--- src/irq_sleep_pkg.sv ---
// Shared widths, masks, instruction encodings and state types
// for the interrupt and sleep unit
`default_nettype none

package irq_sleep_pkg;

  // ----------------------------------------------------------------------
  // Interrupt lines
  // ----------------------------------------------------------------------

  localparam int unsigned NUM_IRQ = 32;

  // Implemented lines 31..16 plus 11, 7 and 3
  localparam logic [NUM_IRQ-1:0] VALID_IRQ_MASK = 32'hffff_0888;

  // ----------------------------------------------------------------------
  // Sleep instructions and timing
  // ----------------------------------------------------------------------

  localparam logic [31:0] WFI_INSTR = 32'h1050_0073;
  localparam logic [31:0] WFE_INSTR = 32'h8c00_0073;

  // Minimum cycles from the writeback strobe to core sleep
  localparam int unsigned WFI_SLEEP_LATENCY = 2;
  // Width of the latency counter in the sleep controller
  localparam int unsigned SLEEP_LAT_W = $clog2(WFI_SLEEP_LATENCY + 1);

  // Outstanding bus transaction counter width
  localparam int unsigned OUTST_W = 5;

  // ----------------------------------------------------------------------
  // Types
  // ----------------------------------------------------------------------

  typedef logic [NUM_IRQ-1:0] irq_vec_t;
  typedef logic [4:0]         irq_id_t;
  typedef logic [31:0]        instr_word_t;
  typedef logic [OUTST_W-1:0] outst_cnt_t;

  typedef enum logic {
    PRIV_LVL_U = 1'b0,
    PRIV_LVL_M = 1'b1
  } priv_lvl_e;

  // Run -> wait for latency and idle buses -> sleep
  typedef enum logic [1:0] {
    SLP_RUN   = 2'b00,
    SLP_WAIT  = 2'b01,
    SLP_SLEEP = 2'b10
  } sleep_state_e;

endpackage : irq_sleep_pkg

`default_nettype wire

--- src/obi_monitor_if.sv ---
// OBI bus monitor signals for one bus
// Request side from the top level, idle flag from the counter
`timescale 1ns/1ps
`default_nettype none

interface obi_monitor_if;

  // Address phase handshake
  logic req;
  logic gnt;
  // Response phase
  logic rvalid;
  // No transaction outstanding
  logic idle;

  // Counter side watches the handshake and reports idle
  modport counter (
    input  req,
    input  gnt,
    input  rvalid,
    output idle
  );

  // Sleep logic only needs to know the bus is quiet
  modport observer (
    input idle
  );

endinterface : obi_monitor_if

`default_nettype wire

--- src/irq_arbiter.sv ---
// Interrupt pending register and fixed-priority arbiter
// Emits a single-cycle acknowledge with the winning ID
`timescale 1ns/1ps
`default_nettype none

module irq_arbiter
  import irq_sleep_pkg::*;
(
  input  wire logic      clk_i,
  input  wire logic      rst_ni,
  // External lines and enables
  input  wire irq_vec_t  irq_i,
  input  wire irq_vec_t  mie_i,
  input  wire logic      mstatus_mie_i,
  input  wire priv_lvl_e priv_lvl_i,
  // Pending register view
  output      irq_vec_t  mip_o,
  // Acknowledge towards the core
  output      logic      irq_ack_o,
  output      irq_id_t   irq_id_o,
  // Any pending enabled line, for the sleep controller
  output      logic      irq_wake_o
);

  // ----------------------------------------------------------------------
  // Priority selection
  // ----------------------------------------------------------------------

  // Order: 31 down to 16, then 11, 3, 7
  // Later assignments override earlier ones, so lowest priority goes first
  function automatic irq_id_t pick_winner(irq_vec_t pend);
    irq_id_t id;
    id = '0;
    if (pend[7]) begin
      id = irq_id_t'(7);
    end
    if (pend[3]) begin
      id = irq_id_t'(3);
    end
    if (pend[11]) begin
      id = irq_id_t'(11);
    end
    // Upper platform lines, highest index wins
    for (int i = 16; i < NUM_IRQ; i++) begin
      if (pend[i]) begin
        id = irq_id_t'(i);
      end
    end
    return id;
  endfunction

  irq_vec_t mip_q;
  irq_vec_t pending;
  irq_id_t  win_id;
  logic     glb_en;
  logic     take;
  logic     ack_q;
  irq_id_t  id_q;

  // ----------------------------------------------------------------------
  // Pending register
  // ----------------------------------------------------------------------

  // Reserved lines never reach mip
  always_ff @(posedge clk_i or negedge rst_ni) begin
    if (!rst_ni) begin
      mip_q <= '0;
    end else begin
      mip_q <= irq_i & VALID_IRQ_MASK;
    end
  end

  assign pending    = mip_q & mie_i;
  assign win_id     = pick_winner(pending);
  assign irq_wake_o = |pending;

  // Machine mode needs mstatus.MIE, user mode is always interruptible
  assign glb_en = ((priv_lvl_i == PRIV_LVL_M) && mstatus_mie_i) ||
                  (priv_lvl_i == PRIV_LVL_U);
  assign take   = irq_wake_o && glb_en;

  // ----------------------------------------------------------------------
  // Acknowledge
  // ----------------------------------------------------------------------

  // Skip the cycle right after an ack so the core sees a pulse
  always_ff @(posedge clk_i or negedge rst_ni) begin
    if (!rst_ni) begin
      ack_q <= 1'b0;
    end else begin
      ack_q <= take && !ack_q;
    end
  end

  // Latch the winner whenever an interrupt can be taken
  always_ff @(posedge clk_i) begin
    if (take) begin
      id_q <= win_id;
    end
  end

  assign mip_o     = mip_q;
  assign irq_ack_o = ack_q;
  assign irq_id_o  = id_q;

  // ----------------------------------------------------------------------
  // Checks
  // ----------------------------------------------------------------------

  a_ack_pulse: assert property (
    @(posedge clk_i) disable iff (!rst_ni)
    irq_ack_o |=> !irq_ack_o
  ) else $error("irq_ack_o held for more than one cycle");

  // Acked ID was implemented and enabled when it was selected
  a_ack_id_legal: assert property (
    @(posedge clk_i) disable iff (!rst_ni)
    irq_ack_o |-> |($past(mie_i) & VALID_IRQ_MASK & (irq_vec_t'(1) << irq_id_o))
  ) else $error("acked ID %0d is reserved or disabled", irq_id_o);

endmodule : irq_arbiter

`default_nettype wire

--- src/irq_sleep_top.sv ---
// Interrupt and sleep unit top level
// Arbiter, two bus counters and the sleep controller
`timescale 1ns/1ps
`default_nettype none

module irq_sleep_top
  import irq_sleep_pkg::*;
(
  input  wire logic        clk_i,
  input  wire logic        rst_ni,
  // Interrupts and CSR state
  input  wire irq_vec_t    irq_i,
  input  wire irq_vec_t    mie_i,
  input  wire logic        mstatus_mie_i,
  input  wire logic        mstatus_tw_i,
  input  wire priv_lvl_e   priv_lvl_i,
  // Writeback stage
  input  wire logic        wb_valid_i,
  input  wire logic        wb_kill_i,
  input  wire instr_word_t wb_instr_i,
  // Debug
  input  wire logic        debug_mode_i,
  input  wire logic        debug_req_i,
  // Instruction bus
  input  wire logic        i_req_i,
  input  wire logic        i_gnt_i,
  input  wire logic        i_rvalid_i,
  // Data bus
  input  wire logic        d_req_i,
  input  wire logic        d_gnt_i,
  input  wire logic        d_rvalid_i,
  // Outputs
  output      irq_vec_t    mip_o,
  output      logic        irq_ack_o,
  output      irq_id_t     irq_id_o,
  output      logic        core_sleep_o
);

  logic irq_wake;

  // ----------------------------------------------------------------------
  // Bus monitor hookup
  // ----------------------------------------------------------------------

  obi_monitor_if i_bus ();
  obi_monitor_if d_bus ();

  assign i_bus.req    = i_req_i;
  assign i_bus.gnt    = i_gnt_i;
  assign i_bus.rvalid = i_rvalid_i;
  assign d_bus.req    = d_req_i;
  assign d_bus.gnt    = d_gnt_i;
  assign d_bus.rvalid = d_rvalid_i;

  obi_outstanding_counter u_i_cnt (.clk_i, .rst_ni, .bus(i_bus));
  obi_outstanding_counter u_d_cnt (.clk_i, .rst_ni, .bus(d_bus));

  // ----------------------------------------------------------------------
  // Interrupts and sleep
  // ----------------------------------------------------------------------

  irq_arbiter u_arb (
    .clk_i, .rst_ni, .irq_i, .mie_i, .mstatus_mie_i, .priv_lvl_i,
    .mip_o, .irq_ack_o, .irq_id_o, .irq_wake_o(irq_wake)
  );

  wfi_sleep_ctrl u_sleep (
    .clk_i, .rst_ni, .wb_valid_i, .wb_kill_i, .wb_instr_i,
    .priv_lvl_i, .mstatus_tw_i, .debug_mode_i, .debug_req_i,
    .irq_wake_i(irq_wake), .i_bus(i_bus), .d_bus(d_bus), .core_sleep_o
  );

endmodule : irq_sleep_top

`default_nettype wire

--- src/obi_outstanding_counter.sv ---
// Outstanding transaction counter for one OBI bus
// Tracks accepted requests still waiting for rvalid and flags idle
`timescale 1ns/1ps
`default_nettype none

module obi_outstanding_counter
  import irq_sleep_pkg::*;
(
  input  wire logic     clk_i,
  input  wire logic     rst_ni,
  obi_monitor_if.counter bus
);

  // ----------------------------------------------------------------------
  // Handshake decode
  // ----------------------------------------------------------------------

  // Address phase accepted this cycle
  logic accept;
  // Response delivered this cycle
  logic resp;

  outst_cnt_t cnt_q;

  assign accept = bus.req & bus.gnt;
  assign resp   = bus.rvalid;

  // ----------------------------------------------------------------------
  // Counter
  // ----------------------------------------------------------------------

  // Acceptance and response in the same cycle cancel out
  always_ff @(posedge clk_i or negedge rst_ni) begin
    if (!rst_ni) begin
      cnt_q <= '0;
    end else begin
      unique case ({accept, resp})
        2'b10:   cnt_q <= cnt_q + outst_cnt_t'(1);
        2'b01:   cnt_q <= cnt_q - outst_cnt_t'(1);
        default: cnt_q <= cnt_q;
      endcase
    end
  end

  // Quiet bus, straight from the count register
  assign bus.idle = (cnt_q == '0);

  // ----------------------------------------------------------------------
  // Checks
  // ----------------------------------------------------------------------

  // A response needs an earlier accepted request
  a_no_orphan_rvalid: assert property (
    @(posedge clk_i) disable iff (!rst_ni)
    bus.rvalid |-> (cnt_q != '0)
  ) else $error("rvalid seen with no outstanding request");

  // Counter must not roll over on a new request
  a_no_wrap: assert property (
    @(posedge clk_i) disable iff (!rst_ni)
    (accept && !resp) |-> (cnt_q != '1)
  ) else $error("outstanding counter overflow");

endmodule : obi_outstanding_counter

`default_nettype wire

--- src/wfi_sleep_ctrl.sv ---
// WFI/WFE sleep controller
// Decodes sleep instructions at writeback and gates core sleep on bus idle
`timescale 1ns/1ps
`default_nettype none

module wfi_sleep_ctrl
  import irq_sleep_pkg::*;
(
  input  wire logic        clk_i,
  input  wire logic        rst_ni,
  // Writeback stage
  input  wire logic        wb_valid_i,
  input  wire logic        wb_kill_i,
  input  wire instr_word_t wb_instr_i,
  // Privilege and CSR state
  input  wire priv_lvl_e   priv_lvl_i,
  input  wire logic        mstatus_tw_i,
  // Debug
  input  wire logic        debug_mode_i,
  input  wire logic        debug_req_i,
  // Wake from the arbiter
  input  wire logic        irq_wake_i,
  // Bus idle flags
  obi_monitor_if.observer  i_bus,
  obi_monitor_if.observer  d_bus,
  output      logic        core_sleep_o
);

  sleep_state_e state_q;
  sleep_state_e state_d;

  // Cycles elapsed since the strobe
  logic [SLEEP_LAT_W-1:0] lat_cnt_q;
  logic [SLEEP_LAT_W-1:0] lat_cnt_d;

  logic is_sleep_instr;
  logic tw_trap;
  logic wfi_strobe;
  logic wake;
  logic bus_idle;
  logic lat_done;

  // ----------------------------------------------------------------------
  // Writeback decode
  // ----------------------------------------------------------------------

  assign is_sleep_instr = (wb_instr_i == WFI_INSTR) || (wb_instr_i == WFE_INSTR);

  // U-mode WFI with TW set traps instead of sleeping
  assign tw_trap = (priv_lvl_i == PRIV_LVL_U) && mstatus_tw_i;

  assign wfi_strobe = wb_valid_i && is_sleep_instr && !wb_kill_i &&
                      !debug_mode_i && !tw_trap;

  assign wake     = irq_wake_i || debug_req_i;
  assign bus_idle = i_bus.idle && d_bus.idle;
  assign lat_done = (lat_cnt_q >= SLEEP_LAT_W'(WFI_SLEEP_LATENCY - 1));

  // ----------------------------------------------------------------------
  // Sleep FSM
  // ----------------------------------------------------------------------

  always_comb begin
    state_d   = state_q;
    lat_cnt_d = lat_cnt_q;
    // Wake overrides everything, even a fresh strobe
    if (wake) begin
      state_d   = SLP_RUN;
      lat_cnt_d = '0;
    end else begin
      unique case (state_q)
        SLP_RUN: begin
          if (wfi_strobe) begin
            state_d   = SLP_WAIT;
            // Strobe edge counts as the first cycle
            lat_cnt_d = SLEEP_LAT_W'(1);
          end
        end
        SLP_WAIT: begin
          if (lat_done && bus_idle) begin
            state_d = SLP_SLEEP;
          end else if (!lat_done) begin
            lat_cnt_d = lat_cnt_q + SLEEP_LAT_W'(1);
          end
        end
        // Held until a wake source shows up
        SLP_SLEEP: state_d = SLP_SLEEP;
        default:   state_d = SLP_RUN;
      endcase
    end
  end

  always_ff @(posedge clk_i or negedge rst_ni) begin
    if (!rst_ni) begin
      state_q   <= SLP_RUN;
      lat_cnt_q <= '0;
    end else begin
      state_q   <= state_d;
      lat_cnt_q <= lat_cnt_d;
    end
  end

  assign core_sleep_o = (state_q == SLP_SLEEP);

  // ----------------------------------------------------------------------
  // Checks
  // ----------------------------------------------------------------------

  // Sleep is only entered from the wait state with both buses quiet
  a_sleep_via_wait: assert property (
    @(posedge clk_i) disable iff (!rst_ni)
    $rose(core_sleep_o) |-> ($past(state_q) == SLP_WAIT) && $past(bus_idle)
  ) else $error("core_sleep_o rose without passing through wait");

  a_wake_drops_sleep: assert property (
    @(posedge clk_i) disable iff (!rst_ni)
    (core_sleep_o && wake) |=> !core_sleep_o
  ) else $error("core_sleep_o stayed high after wake");

endmodule : wfi_sleep_ctrl

`default_nettype wire
--- config.mk ---
export PLATFORM = sky130hd
export DESIGN_NAME = irq_sleep_top
export DESIGN_NICKNAME = d
export VERILOG_FILES = /design/src/irq_sleep_pkg.sv /design/src/obi_monitor_if.sv /design/src/irq_arbiter.sv /design/src/irq_sleep_top.sv /design/src/obi_outstanding_counter.sv /design/src/wfi_sleep_ctrl.sv
export SDC_FILE = /design/constraint.sdc
export NUM_CORES = 1
export LEC_CHECK = 0
export ABC_AREA = 1
export ABC_CLOCK_PERIOD_IN_PS = 1800
export BUFFER_PORTS_ARGS = -buffer_cell sky130_fd_sc_hd__buf_2
export CAP_MARGIN = 20
export CORE_AREA = 2 2 80 82
export CTS_CLUSTER_DIAMETER = 80
export DETAILED_ROUTE_END_ITERATION = 10
export DIE_AREA = 0 0 82 84
export PLACE_DENSITY_LB_ADDON = 0.2
export RECOVER_POWER = 100
export SLEW_MARGIN = 0
export SYNTH_ARGS = -nofsm -noshare
export SYNTH_HDL_FRONTEND = slang
export SYNTH_SLANG_ARGS = --single-unit
--- constraint.sdc ---
create_clock -name clk_i -period 1.8 [get_ports clk_i]
set_clock_uncertainty 0.15 [all_clocks]
set_input_delay 0.18 -clock clk_i [delete_from_list [all_inputs] [get_ports clk_i]]
set_output_delay 0.18 -clock clk_i [all_outputs]
set_load 0.02 [all_outputs]
Yosys cells after proc, flatten, opt, wreduce, memory -nomap -nowiden:

Cells that the tools add are included.
Widths: inputs -> output; s select.

* flip-flop bits (word level): 39
* bits of input ports: 111
* output and inout bits: 39

* add/subtract/negate cells: 5
* order comparisons: 1
* eq/ne operators: 12
* mux-type cells: 28
* bitwise logic cells: 4
* reduce and logical (&&, ||, !) cells: 30

Operator list (number)
* $and 32x32->32: 1
* $eq 32x29->1 const B: 1
* $eq 32x32->1 const B: 1
* $mux 4: 8
* $reduce_or 32->1: 1
* $pmux 5 s2: 2
* $mux 2: 8
* $reduce_or 16->1: 1
* $mux 3: 5
* $add 5x1->5 const B: 2
* $logic_and 1x1->1: 10
* $logic_not 5->1: 2
* $mux 5: 2
* $sub 5x1->5 const B: 2
* $reduce_or 8->1: 1
* $eq 2x1->1 const B: 3
* $eq 2x2->1 const B: 3
* $ne 3x1->1 const B: 2
* $ne 3x2->1 const B: 2
* $pmux 2 s3: 1
* $logic_not 1->1: 4
* $pmux 2 s2: 1
* $reduce_and 4->1: 1
* $reduce_bool 2->1: 2
* other kinds (11): 14

Longest topological paths before layout:

* depth after elaboration: 19
* depth in mapped cells: 18
* gate-level depth less buffers: 18

Modules after synthesis:

From an unflattened synthesis, not the netlist that was laid out.

* cell total of the unflattened synthesis: 329
* area, all modules: 2488.6 sq um

By module, submodules not included
* irq_arbiter: instances 1, cells each 106, area an instance 1097.3 sq um, seq. area each 650.6 sq um
* obi_outstanding_counter: instances 2, cells each 54, area an instance 391.6 sq um, seq. area each 125.1 sq um
* wfi_sleep_ctrl: instances 1, cells each 115, area an instance 608.1 sq um, seq. area each 100.1 sq um

Worst setup path before layout:

No wires, ideal clock.

* path kind: reg2reg
* from: register u_arb.mip_q[30], in the netlist u_arb.mip_o[30]
* to: register u_sleep.state_q[0]
* library setup time: 0.073 ns
* data arrival time: 1.606 ns
* slack: -0.029 ns
* stages on the path, launching flop included: 14
* path buffers: 0
* cell sequence: dfrtp_1 > nand2_2 > nand3_2 > a21oi_2 > nand3_2 > nor2_4 > nand3_4 > nor2_4 > nand2_4 > inv_2 > nand3_1 > nand2_2 > nor2_1 > a21oi_2

* word-level cells in the longest chain between the ends: 5
* elaborated cells on any way between the ends: 7
* classes of those cells: eq/ne (2); mux (1); bitwise (1); reduce/logical (3)

Ends and longest elaborated chain
* start: declaration: line irq_arbiter.sv:52 `irq_vec_t mip_q;`
* start signal: assignment: line irq_arbiter.sv:69 `mip_q <= irq_i & VALID_IRQ_MASK;`
* $and 32x32->32 *: line irq_arbiter.sv:73 `assign pending = mip_q & mie_i;`
* $reduce_or 32->1 *: line irq_arbiter.sv:75 `assign irq_wake_o = |pending;`
* $logic_or 1x1->1 *: line wfi_sleep_ctrl.sv:55 `assign wake = irq_wake_i || debug_req_i;`
* $ne 3x1->1 (no line)
* $reduce_and 2->1 (no line)
* end signal: assignment: line wfi_sleep_ctrl.sv:98 `state_q <= state_d;`
* end: declaration: line wfi_sleep_ctrl.sv:29 `sleep_state_e state_q;`

Every way passes the cells marked *; elsewhere a longest branch is shown, timed or not.
A chain may end at the register's enable or synchronous reset.

Final worst setup path:

* from: register u_arb.mip_q[29], in the netlist u_arb.mip_o[29]
* to: register u_sleep.state_q[0]

The elaborated chain is that of the path after synthesis.

==> flow_summary.json <==
{
  "io_buffers": 110,
  "critPathSlowestCell": "dfrtp_2",
  "antenna_left": 0,
  "num-nets-final": 534,
  "cts_buffers": 5,
  "crit_start": "u_arb.mip_o[29]",
  "stdcell_count": 487,
  "yosysWarnings": 0,
  "cp.required_ns": 1.88,
  "syn_area_per_cell_um2": 8.95,
  "chipWidth_um": 82,
  "fp.coreArea_um2": 6100,
  "seq_power_share_pct": 41.3,
  "dp_hpwl_um": 4140,
  "antenna_cells_inserted": 0,
  "status": "complete, but fails checks",
  "setup_ws_ns": -0.0958,
  "switchingPower_w": 0.000952,
  "placementRows": 29,
  "dr.pass1.iters": 4,
  "swShare_pct": 33.7,
  "grt_max_degree": 21,
  "syn_to_final_growth_pct": 57.7,
  "cts.htree.levels": 2,
  "rrSetupSlack_ns": -0.1,
  "cts.sink_count": 39,
  "grt_util_all_layers_pct": 15.9,
  "clockBufferDepth": 2,
  "fillCellCount": 577,
  "dpl_worst_slack_ns": -0.0912,
  "p_clk_share_pct": 21.4,
  "io_pins": 150,
  "worst_ir_drop_vdd_v": 0.000780,
  "hold_class": "input port to register",
  "placed_cells": 453,
  "tritoncts": "built",
  "via_count": 2124,
  "finalCritPeriodShare_pct": 105,
  "internal_power_w": 0.00187,
  "end_kind": "register",
  "ys_seq_elements": 39,
  "ys_types": 33,
  "crit_path_start_kind": "register",
  "maxCapViolCount": 0,
  "fin_crit_ns": 1.90,
  "die_height_um": 84,
  "finalHoldViolCount": 0,
  "violations": "negative setup slack",
  "rr_startpoint": "u_arb.mip_o[29]",
  "clk_latency_ns": 0.29,
  "p_leak_nw": 1.72,
  "path_class": "register to register",
  "clk_pin_slew_ns": 0.08,
  "grt_first_pass_wirelength_um": 8520,
  "syn-cell-area_um2": 2140,
  "grt_pass1_vias": 2106,
  "root_buffer": "clkbuf_8",
  "whs_ns": 0.0381,
  "die-area_um2": 6890,
  "worstMarginPinSlew_ns": 0.820,
  "via_per_inst": 4.36,
  "crit_chain": "nand2_2 -> nand3_2 -> a21oi_4 -> nand3_2 -> nor2_4 -> nand3_4 -> nor2_4 -> nand2_4 -> nor2_4 -> nand2_4 -> nand2_4 -> nor2_2 -> a21oi_2",
  "drc": 0,
  "start_util_pct": 35.1,
  "wirelength_um": 5260,
  "arrival_ns": 1.97,
  "drv_slew": 0,
  "power.density_nw_per_um2": 837,
  "drive_gt1_share_pct": 42.4,
  "max_freq_mhz": 527,
  "rsz0062_at_grt": "true",
  "seq_area_frac_synth_pct": 46.8,
  "finalSetupViolCount": 9,
  "power_w": 0.00283,
  "holdCritStartpoint": "priv_lvl_i",
  "cp_max_fo": 4,
  "critPathMaxStageDelay_ns": 0.41,
  "drt-wirelength-per-cell_um": 10.8,
  "grt_antenna_before_repair": 0,
  "drt_iter0_markers": 55,
  "maxSlewHeadroom_pct": 45.3,
  "combPwrFrac_pct": 37.3,
  "gr-total-overflow": 0,
  "synthCells": 239,
  "place.gp.congestion": 0.779
}
[layer usage]
metal	GRT usage (%)	vias up	routed length, µm
met5	0	-	0
met4	5.45	0	73
met3	3.90	7	389
met2	27.3	67	2560
met1	18.9	952	2230
li1	-	1098	-
[worst max-delay path: cells and delay by family (launching register included)]
kind,cells,cell delay (ns)
DFF,1,0.41
and+or+nand+nor,11,1.06
AOI/OAI and AO/OA,2,0.23
[power by group through the flow]
| stage | registers, W | logic (W) | clock network, W |
|---|---|---|---|
| final | 0.00117 | 0.00105 | 0.000604 |
| after global routing | 0.00119 | 0.00121 | 0.000655 |
| after CTS | 0.00116 | 0.000987 | 0.000633 |
| after detailed placement | 0.00118 | 0.000931 | 0 |
| after global placement | 0.00118 | 0.000910 | 0 |
| after floorplan | 0.00120 | 0.000542 | 0 |
[final cells by class]
cell class / count / area, µm² / area share (%)
clock buffer: 7 / 86.3 / 2.56
sequential: 39 / 1010 / 29.8
clock inverter: 1 / 3.75 / 0.111
inverter: 24 / 92.6 / 2.74
multi-input combinational: 175 / 1100 / 32.7
tap: 77 / 96.3 / 2.86
timing repair buffer: 164 / 985 / 29.2
[sequential cells by signal, summed over array words and instances (netlist names)]
register,flops
u_sleep.lat_cnt_q,2
u_i_cnt.cnt_q,5
u_arb.irq_ack_o,1
u_arb.mip_o,19
u_d_cnt.cnt_q,5
u_arb.irq_id_o,5
u_sleep.state_q,2
[per-stage QoR]
stage	setup TNS [ns]	utilization, %	area [µm²]
after floorplan	-0.0145	-	2200
after global placement	-0.516	48.7	2970
after detailed placement	-0.707	48.7	2970
after CTS	-0.211	54.1	3300
after global routing	-1.81	55.4	3370
final	-0.501	55.4	3370
[repair_timing]
action	CTS	global route
endpoints found under the hold margin	53	0
hold buffers	20	0
buffers inserted	4	3
gates resized for setup	5	26
pin swaps	1	13
setup endpoints to repair	9	14
[layout by cell type (no fill, tap or decap), types with 5 or more instances in the layout]
cell and count:
edfxtp_1 5, dlygate4sd3_1 20, o21ai_0 6, nand2_2 8, nor2_1 13, ha_1 11, buf_4 31, clkbuf_8 6
dfrtp_1 29, nand3_1 5, nand2_1 59, conb_1 13, buf_2 93, clkbuf_1 19, inv_1 23, dfrtp_2 5
nor4_1 7
[cell usage after synthesis]
| cell | number | share of area [%] |
|---|---|---|
| nand2_1 | 66 | 12 |
| dfrtp_1 | 34 | 40 |
| inv_1 | 23 | 4.0 |
| nor2_1 | 16 | 2.8 |
| buf_4 | 13 | 4.6 |
| ha_1 | 12 | 7.0 |
| o21ai_0 | 11 | 2.6 |
| nand3_1 | 7 | 1.6 |
| nor4_1 | 7 | 2.0 |
| a21oi_1 | 5 | 1.2 |
| edfxtp_1 | 5 | 7.0 |
| nand2_2 | 4 | 1.2 |
| a31oi_1 | 3 | 0.88 |
| nand4_1 | 3 | 0.88 |
| nor2_4 | 3 | 1.6 |
| xor2_1 | 3 | 1.2 |
| a211oi_1 | 2 | 0.70 |
| a21oi_2 | 2 | 0.82 |
| fa_1 | 2 | 1.9 |
| nand3_2 | 2 | 0.94 |
| nor3_1 | 2 | 0.47 |
| or2_2 | 2 | 0.58 |
| xnor2_1 | 2 | 0.82 |
| conb_1 | 1 | 0.18 |
| inv_2 | 1 | 0.18 |
| nand2_4 | 1 | 0.53 |
| nand3_4 | 1 | 0.82 |
| nand3b_1 | 1 | 0.35 |
| nor3b_1 | 1 | 0.35 |
| o211ai_1 | 1 | 0.35 |
| o21bai_1 | 1 | 0.35 |
| o31ai_1 | 1 | 0.35 |
| o41ai_1 | 1 | 0.41 |
[final timing paths]
| path | cells past startpoint | to |
|---|---|---|
| worst min-delay path | 4 | u_arb.irq_ack_o |
| worst min register to register | 1 | u_arb.irq_ack_o |
| worst max register to register | 13 | u_sleep.state_q[0] |
| max in group asynchronous | 3 | u_arb.mip_o[29] |
| min in group asynchronous | 2 | u_d_cnt.cnt_q[2] |
| worst max-delay path | 13 | u_sleep.state_q[0] |
[logic make-up (layout without fill, tap and decap cells)]
kind of cell / after synthesis / count (layout) / share of synthesized area, %
simple gates: 116 / 116 / 25.7
flops: 39 / 39 / 46.8
buf+inv: 37 / 196 / 8.77
compound gates: 27 / 27 / 7.60
fa+ha+maj: 14 / 14 / 8.89
xor+xnor: 5 / 5 / 2.05
other cells: 1 / 13 / 0.175
Note: power is estimated with default switching activity, not from simulation.
